### src/verilog/execPkg.sv
/* execPkg: shared opcode, handshake state and flag types for the
   accumulator execution unit */

`default_nettype none

package execPkg;

    // operations accepted by the execution unit
    typedef enum logic [3:0] {
        opLda,
        opAdc,
        opSbc,
        opAnd,
        opOra,
        opEor,
        opLsr,
        opSec,
        opClc,
        opSed,
        opCld
    } opCode;

    // four-phase req/ack controller states
    typedef enum logic [1:0] {
        hsIdle,
        hsExec,
        hsAck,
        hsWait
    } hsState;

    // architectural status flags, ordered as in the 6502 P register
    typedef struct packed {
        logic n;
        logic v;
        logic d;
        logic z;
        logic c;
    } statusFlags;

    // flags produced by both ALUs
    typedef struct packed {
        logic carry;
        logic overflow;
        logic halfCarry;
    } aluFlags;

endpackage

`default_nettype wire
### src/verilog/execUnit.sv
/* execUnit: accumulator execution unit top, handshake controller feeding
   the binary and decimal ALUs and the accumulator/status register */

`default_nettype none

module execUnit import execPkg::*; #(
    parameter int dataWidth = 8
) (
    input  logic                 rstAll,
    input  logic                 rstN,
    input  logic                 req,
    input  opCode                op,
    input  logic [dataWidth-1:0] operand,
    output logic                 ack,
    output logic [dataWidth-1:0] acc,
    output statusFlags           status
);

    opCode                curOp;
    logic [dataWidth-1:0] curOperand;
    logic                 commit;
    logic [dataWidth-1:0] binResult;
    aluFlags              binFlags;
    logic [dataWidth-1:0] decResult;
    aluFlags              decFlags;

    execHandshake #(.dataWidth(dataWidth)) handshake (
        .rstAll     (rstAll),
        .rstN       (rstN),
        .req        (req),
        .op         (op),
        .operand    (operand),
        .ack        (ack),
        .curOp      (curOp),
        .curOperand (curOperand),
        .commit     (commit)
    );

    // both ALUs see the same operands, status.c is the carry in
    binaryAlu #(.dataWidth(dataWidth)) binAlu (
        .curOp      (curOp),
        .curOperand (curOperand),
        .acc        (acc),
        .carryIn    (status.c),
        .binResult  (binResult),
        .binFlags   (binFlags)
    );

    decimalAlu #(.dataWidth(dataWidth)) decAlu (
        .curOp      (curOp),
        .curOperand (curOperand),
        .acc        (acc),
        .carryIn    (status.c),
        .decResult  (decResult),
        .decFlags   (decFlags)
    );

    accumStatus #(.dataWidth(dataWidth)) accStat (
        .rstAll     (rstAll),
        .rstN       (rstN),
        .commit     (commit),
        .curOp      (curOp),
        .binResult  (binResult),
        .binFlags   (binFlags),
        .decResult  (decResult),
        .decFlags   (decFlags),
        .acc        (acc),
        .status     (status)
    );

endmodule

`default_nettype wire

### src/verilog/execHandshake.sv
/* execHandshake: four-phase req/ack controller, latches the operation on
   acceptance and issues one commit pulse per request */

`default_nettype none

module execHandshake import execPkg::*; #(
    parameter int dataWidth = 8
) (
    input  logic                 rstAll,
    input  logic                 rstN,
    input  logic                 req,
    input  opCode                op,
    input  logic [dataWidth-1:0] operand,
    output logic                 ack,
    output opCode                curOp,
    output logic [dataWidth-1:0] curOperand,
    output logic                 commit
);

    hsState state;
    logic   accept;

    // a new request is taken only from idle, so ack has already fallen
    assign accept = (state == hsIdle) && req;

    always_ff @(posedge rstAll) begin
        if (!rstN) begin
            state  <= hsIdle;
            ack    <= 1'b0;
            commit <= 1'b0;
        end else begin
            commit <= 1'b0;
            case (state)
                hsIdle: begin
                    if (req) begin
                        state <= hsExec;
                    end
                end
                hsExec: begin
                    commit <= 1'b1;
                    state  <= hsAck;
                end
                hsAck: begin
                    // ack rises with the accumulator update
                    ack <= 1'b1;
                    if (ack && !req) begin
                        state <= hsWait;
                    end
                end
                hsWait: begin
                    ack   <= 1'b0;
                    state <= hsIdle;
                end
                default: begin
                    state <= hsIdle;
                end
            endcase
        end
    end

    // operation held stable for the ALUs until the next acceptance
    always_ff @(posedge rstAll) begin
        if (accept) begin
            curOp      <= op;
            curOperand <= operand;
        end
    end

endmodule

`default_nettype wire

### src/verilog/accumStatus.sv
/* accumStatus: selects binary or decimal result by the D flag and holds
   the accumulator and the N V D Z C status flags */

`default_nettype none

module accumStatus import execPkg::*; #(
    parameter int dataWidth = 8
) (
    input  logic                 rstAll,
    input  logic                 rstN,
    input  logic                 commit,
    input  opCode                curOp,
    input  logic [dataWidth-1:0] binResult,
    input  aluFlags              binFlags,
    input  logic [dataWidth-1:0] decResult,
    input  aluFlags              decFlags,
    output logic [dataWidth-1:0] acc,
    output statusFlags           status
);

    logic                 isArith;
    logic                 useDecimal;
    logic [dataWidth-1:0] newAcc;
    logic                 newCarry;
    logic                 newNeg;
    logic                 newZero;

    assign isArith = (curOp == opAdc) || (curOp == opSbc);

    // decimal result only for add and subtract with D set
    assign useDecimal = status.d && isArith;
    assign newAcc     = useDecimal ? decResult : binResult;
    assign newCarry   = useDecimal ? decFlags.carry : binFlags.carry;

    assign newNeg  = newAcc[dataWidth-1];
    assign newZero = (newAcc == '0);

    always_ff @(posedge rstAll) begin
        if (!rstN) begin
            acc    <= '0;
            status <= '0;
        end else if (commit) begin
            case (curOp)
                opLda, opAnd, opOra, opEor: begin
                    acc      <= newAcc;
                    status.n <= newNeg;
                    status.z <= newZero;
                end
                opAdc, opSbc: begin
                    acc      <= newAcc;
                    status.n <= newNeg;
                    // V comes from the binary adder even in decimal mode
                    status.v <= binFlags.overflow;
                    status.z <= newZero;
                    status.c <= newCarry;
                end
                opLsr: begin
                    // top bit is shifted in as zero, so N clears
                    acc      <= newAcc;
                    status.n <= newNeg;
                    status.z <= newZero;
                    status.c <= newCarry;
                end
                opSec: begin
                    status.c <= 1'b1;
                end
                opClc: begin
                    status.c <= 1'b0;
                end
                opSed: begin
                    status.d <= 1'b1;
                end
                opCld: begin
                    status.d <= 1'b0;
                end
                default: begin
                    acc <= acc;
                end
            endcase
        end
    end

endmodule

`default_nettype wire

### src/verilog/decimalAlu.sv
/* decimalAlu: combinational BCD add and subtract, one nibble at a time
   with carry or borrow rippling upward */

`default_nettype none

module decimalAlu import execPkg::*; #(
    parameter int dataWidth = 8
) (
    input  opCode                curOp,
    input  logic [dataWidth-1:0] curOperand,
    input  logic [dataWidth-1:0] acc,
    input  logic                 carryIn,
    output logic [dataWidth-1:0] decResult,
    output aluFlags              decFlags
);

    localparam int numNibbles = dataWidth / 4;

    logic                 isAdd;
    logic                 isSub;
    logic [dataWidth-1:0] bcdValue;
    logic [4:0]           nib;
    logic                 chain;
    logic                 lowChain;

    assign isAdd = (curOp == opAdc);
    assign isSub = (curOp == opSbc);

    // chain is a carry on add and a borrow on subtract
    always_comb begin
        chain    = isSub ? ~carryIn : carryIn;
        lowChain = chain;
        bcdValue = '0;
        nib      = '0;
        for (int i = 0; i < numNibbles; i++) begin
            if (isSub) begin
                nib   = {1'b0, acc[4*i +: 4]} - {1'b0, curOperand[4*i +: 4]} - {4'd0, chain};
                chain = nib[4];
                // borrowed nibble wraps past 9, pull it back into range
                if (chain) begin
                    nib = nib - 5'd6;
                end
            end else begin
                nib   = {1'b0, acc[4*i +: 4]} + {1'b0, curOperand[4*i +: 4]} + {4'd0, chain};
                chain = (nib > 5'd9);
                // skip the six unused codes A..F
                if (chain) begin
                    nib = nib + 5'd6;
                end
            end
            bcdValue[4*i +: 4] = nib[3:0];
            if (i == 0) begin
                lowChain = chain;
            end
        end
    end

    assign decResult = (isAdd || isSub) ? bcdValue : acc;

    // carry out is the inverse of the final borrow on subtract
    assign decFlags.carry     = isSub ? ~chain : chain;
    assign decFlags.halfCarry = isSub ? ~lowChain : lowChain;
    // V is taken from the binary ALU in decimal mode
    assign decFlags.overflow  = 1'b0;

endmodule

`default_nettype wire

### src/verilog/binaryAlu.sv
/* binaryAlu: combinational binary add, subtract, logic, shift and load
   on the accumulator and the latched operand */

`default_nettype none

module binaryAlu import execPkg::*; #(
    parameter int dataWidth = 8
) (
    input  opCode                curOp,
    input  logic [dataWidth-1:0] curOperand,
    input  logic [dataWidth-1:0] acc,
    input  logic                 carryIn,
    output logic [dataWidth-1:0] binResult,
    output aluFlags              binFlags
);

    logic [dataWidth-1:0] addend;
    logic [dataWidth:0]   sum;
    logic [4:0]           lowSum;

    // subtract is an add of the inverted operand
    assign addend = (curOp == opSbc) ? ~curOperand : curOperand;

    // full sum gives carry out, low nibble alone gives half carry
    assign sum    = {1'b0, acc} + {1'b0, addend} + {{dataWidth{1'b0}}, carryIn};
    assign lowSum = {1'b0, acc[3:0]} + {1'b0, addend[3:0]} + {4'd0, carryIn};

    always_comb begin
        binResult = acc;
        binFlags  = '0;
        case (curOp)
            opAdc, opSbc: begin
                binResult          = sum[dataWidth-1:0];
                binFlags.carry     = sum[dataWidth];
                binFlags.halfCarry = lowSum[4];
                // signed overflow when both addends agree in sign and the sum does not
                binFlags.overflow  = (acc[dataWidth-1] == addend[dataWidth-1]) &&
                                     (sum[dataWidth-1] != acc[dataWidth-1]);
            end
            opAnd: begin
                binResult = acc & curOperand;
            end
            opOra: begin
                binResult = acc | curOperand;
            end
            opEor: begin
                binResult = acc ^ curOperand;
            end
            opLsr: begin
                // zero shifted into the top, bit 0 goes to carry
                binResult      = {1'b0, acc[dataWidth-1:1]};
                binFlags.carry = acc[0];
            end
            opLda: begin
                binResult = curOperand;
            end
            default: begin
                // flag operations leave the accumulator value as is
                binResult = acc;
            end
        endcase
    end

endmodule

`default_nettype wire

### config.mk
export PLATFORM = sky130hd
export DESIGN_NAME = execUnit
export DESIGN_NICKNAME = d
export VERILOG_FILES = /design/src/verilog/execPkg.sv /design/src/verilog/execUnit.sv /design/src/verilog/execHandshake.sv /design/src/verilog/accumStatus.sv /design/src/verilog/decimalAlu.sv /design/src/verilog/binaryAlu.sv
export SDC_FILE = /design/constraint.sdc
export NUM_CORES = 1
export LEC_CHECK = 0
export BUFFER_PORTS_ARGS = -buffer_cell sky130_fd_sc_hd__buf_4
export CAP_MARGIN = 30
export CORE_ASPECT_RATIO = 0.8
export CORE_MARGIN = 1.5
export CORE_UTILIZATION = 63
export CTS_BUF_LIST = sky130_fd_sc_hd__clkbuf_4 sky130_fd_sc_hd__clkbuf_8
export CTS_CLUSTER_SIZE = 24
export DETAILED_ROUTE_END_ITERATION = 7
export PLACE_DENSITY_LB_ADDON = 0.15
export SYNTH_ARGS = -nofsm -noshare
export SYNTH_HDL_FRONTEND = slang
export SYNTH_SLANG_ARGS = --single-unit
### constraint.sdc
create_clock -name rstAll -period 7.1 [get_ports rstAll]
set_clock_uncertainty 0.05 [all_clocks]
set_input_delay 0.355 -clock rstAll [delete_from_list [all_inputs] [get_ports rstAll]]
set_output_delay 0.355 -clock rstAll [all_outputs]
set_load 0.02 [all_outputs]
==> impl_metrics.json <==
{
  "status": "finished, violations left",
  "violations": "DRC",
  "ctsResizeCount": 0,
  "finalSetupTns_ns": 0,
  "period_share": 0.874,
  "grt_overflow_total": 0,
  "n_fill_cell": 405,
  "switching_share": 0.498,
  "fin_crit_ns": 6.21,
  "max_freq_ghz": 0.161,
  "ios": 29,
  "path_clk_slew_ns": 0.11,
  "ys.flop_type": "dfxtp_1",
  "comb_power_share": 0.706,
  "port_buffers": 28,
  "r2r_end": "accStat.status[1]",
  "worstSetupStartpoint": "handshake.curOp[3]",
  "dp_hpwl_um": 7060,
  "crit_chain": "buf_4 -> nor4b_4 -> xnor2_1 -> inv_1 -> fa_1 -> fa_1 -> xnor2_1 -> ha_1 -> a22oi_1 -> nand3_1 -> nand2_1 -> mux2i_1 -> inv_1 -> fa_1 -> fa_1 -> xnor2_1 -> ha_1 -> nand2b_1 -> nand4_1 -> a211oi_1 -> a2111oi_0 -> nand2_1 -> o31ai_1",
  "leakagePower_uw": 0.00159,
  "dpl_cell_area_um2": 3640,
  "grt_setup_unrepaired": "false",
  "diodes": 0,
  "min_to": "handshake.curOperand[2]",
  "root_buffer": "clkbuf_8",
  "max_slew_margin": 0.385,
  "initial_core_util": 0.668,
  "seqCellArea_um2": 681,
  "hold_buffers": 0,
  "vdd_drop_max_v": 0.000206,
  "grt_pass1_wl_um": 14500,
  "viasPerCell": 6.59,
  "yosysSeqAreaShare": 0.199,
  "r2r_cells": 23,
  "synth_cells": 415,
  "slowest_delay_ns": 0.63,
  "die_y_um": 68.9,
  "worstPathMaxFanout": 19,
  "ys_ff_latch": 28,
  "reg2reg_slack_ns": 0.89,
  "wirelength_um": 9010,
  "antenna_found_initial": 0,
  "cp.arrival_ns": 6.37,
  "drt-pass1-iter-count": 8,
  "fin_nets": 501,
  "cp_top_family": "adder cells",
  "cts_setup_buffers": 0,
  "p_sw_uw": 669,
  "cp.required_ns": 7.27,
  "grt_pass1_vias": 2880,
  "critical-path-slowest-cell": "a2111oi_0",
  "grt_max_degree": 42,
  "clock_path_buffers": 2,
  "die_w_um": 85.4,
  "setup-violations-final": 0,
  "cts.htree.levels": 1,
  "synth_edf_count": 12,
  "clock_latency_ns": 0.29,
  "drv_cap": 0,
  "endpoint_kind": "flip-flop",
  "min_from": "operand[2]",
  "vias": 3243,
  "report.final.slew_viol_count": 0,
  "die-area_um2": 5890,
  "rr_startpoint": "handshake.curOp[3]",
  "synth_warnings": 0,
  "drcViolationCount": 3,
  "min_path_cells": 1,
  "async_reset_ff_frac": 0,
  "powerDensity_nw_per_um2": 362,
  "cts_tree": "built",
  "multiInputGateArea_um2": 2510,
  "clock_power_share": 0.097,
  "cts.sinks": 28,
  "worst_slew_pin_slew_ns": 0.914,
  "final_cell_area_um2": 3720,
  "coreArea_um2": 5120,
  "crit_top_cell": "fa_1",
  "syn-cell-area_um2": 3420,
  "pwr-share-seq": 0.197,
  "drt-wirelength-per-cell_um": 18.3,
  "crit_path_start_kind": "flip-flop",
  "ant_nets": 0,
  "drive_above_1_share": 0.0977,
  "final_hold_viol_count": 0,
  "worstSetupPathType": "reg -> reg",
  "crit_buf_inv": 3,
  "synthDistinctLibCells": 56,
  "gp_congestion": 1.03,
  "track_usage": 0.320,
  "syn-num-nets": 485,
  "area_growth_pct": 8.59,
  "drt_iter0_markers": 418,
  "synth.avg_cell_area_um2": 8.25,
  "hold_path_class": "in -> reg",
  "rows": 23,
  "power_uw": 1340,
  "cts_buffers": 3,
  "p_int_uw": 675
}
[cells in the final DEF, fill, tap and decap left out, types with 12 or more instances in the layout]
cell,Yosys,layout
a21oi_1,21,21
o21ai_0,21,21
nor2_1,39,39
xnor2_1,22,22
buf_4,3,33
dfxtp_1,16,16
nand2_1,22,22
ha_1,45,45
inv_1,34,34
a211oi_1,17,17
edfxtp_1,12,12
[worst max path at each step]
| stage | endpoint | slack (ns) | cells past startpoint |
|---|---|---|---|
| after floorplan | accStat.status[1] | 1.15 | 24 |
| after global placement | accStat.status[1] | 1.33 | 23 |
| after detailed placement | accStat.status[1] | 0.98 | 23 |
| after CTS | accStat.status[1] | 1.00 | 23 |
| after global routing | accStat.status[1] | 0.50 | 23 |
| final | accStat.status[1] | 0.89 | 23 |
[through the flow]
stage | worst slack, ns | util | cells | hold WS (ns)
5_1_grt | 0.498 | 0.725 | 492 | 0.179
2_1_floorplan | 1.15 | - | 415 | 0.404
3_3_place_gp | 1.33 | 0.712 | 488 | 0.431
3_5_place_dp | 0.983 | 0.712 | 488 | 0.434
6_report | 0.895 | 0.725 | 492 | 0.181
4_1_cts | 1.00 | 0.725 | 492 | 0.184
[sequential cells by signal, indices dropped and copies added, names as in the netlist]
signal	flops
handshake.curOp	4
handshake.ack	1
accStat.acc	7
handshake.curOperand	8
handshake.commit	1
handshake.state	2
accStat.status	5
[worst reg2reg max path: cells and delay by family (launching register included)]
kind	cells	cell delay (ns)
fa+ha+maj	6	2.23
compound gates	4	1.01
xor+xnor	3	0.96
simple gates	6	0.85
buf+inv	3	0.41
flops	1	0.37
mux	1	0.27
[layer usage]
layer  track usage  routed length, um
met2         0.518               3860
met4        0.0423                 71
met3        0.0893               1050
met5             0                  0
met1         0.440               4030
[cell type report]
cell class	count	share of cell area
Tap cell	62	0.0209
Timing Repair Buffer	33	0.0667
Multi-Input combinational cell	331	0.676
Inverter	34	0.0343
Sequential cell	28	0.183
Clock inverter	1	0.00808
Clock buffer	3	0.0111
[synth_stat cells (8+ instances only)]
master | n | share of area
ha_1 | 45 | 0.16
nor2_1 | 39 | 0.043
inv_1 | 34 | 0.037
nand2_1 | 22 | 0.024
xnor2_1 | 22 | 0.056
a21oi_1 | 21 | 0.031
o21ai_0 | 21 | 0.031
a211oi_1 | 17 | 0.037
dfxtp_1 | 16 | 0.094
edfxtp_1 | 12 | 0.11
nor3_1 | 11 | 0.016
fa_1 | 10 | 0.059
nand3_1 | 10 | 0.015
a31oi_1 | 9 | 0.016
and2_1 | 8 | 0.015
[power by group through the flow]
stage	clock network, uW	logic (uW)	registers, uW
floorplan	0	715	257
global placement	0	900	265
detailed placement	0	921	267
CTS	132	930	263
global route	137	1050	269
finish	131	949	264
[kinds of logic after synthesis]
logic type               count (synthesis)  share of synthesized area
buffers and inverters                   56                     0.0673
multiplexers                             7                     0.0205
AND/OR/NAND/NOR                        127                      0.190
flip-flops                              28                      0.199
XOR/XNOR                                26                     0.0665
AO/OA/AOI/OAI                          116                      0.233
adder cells (fa/ha/maj)                 55                      0.223
Power figures use the tool's default switching activity.
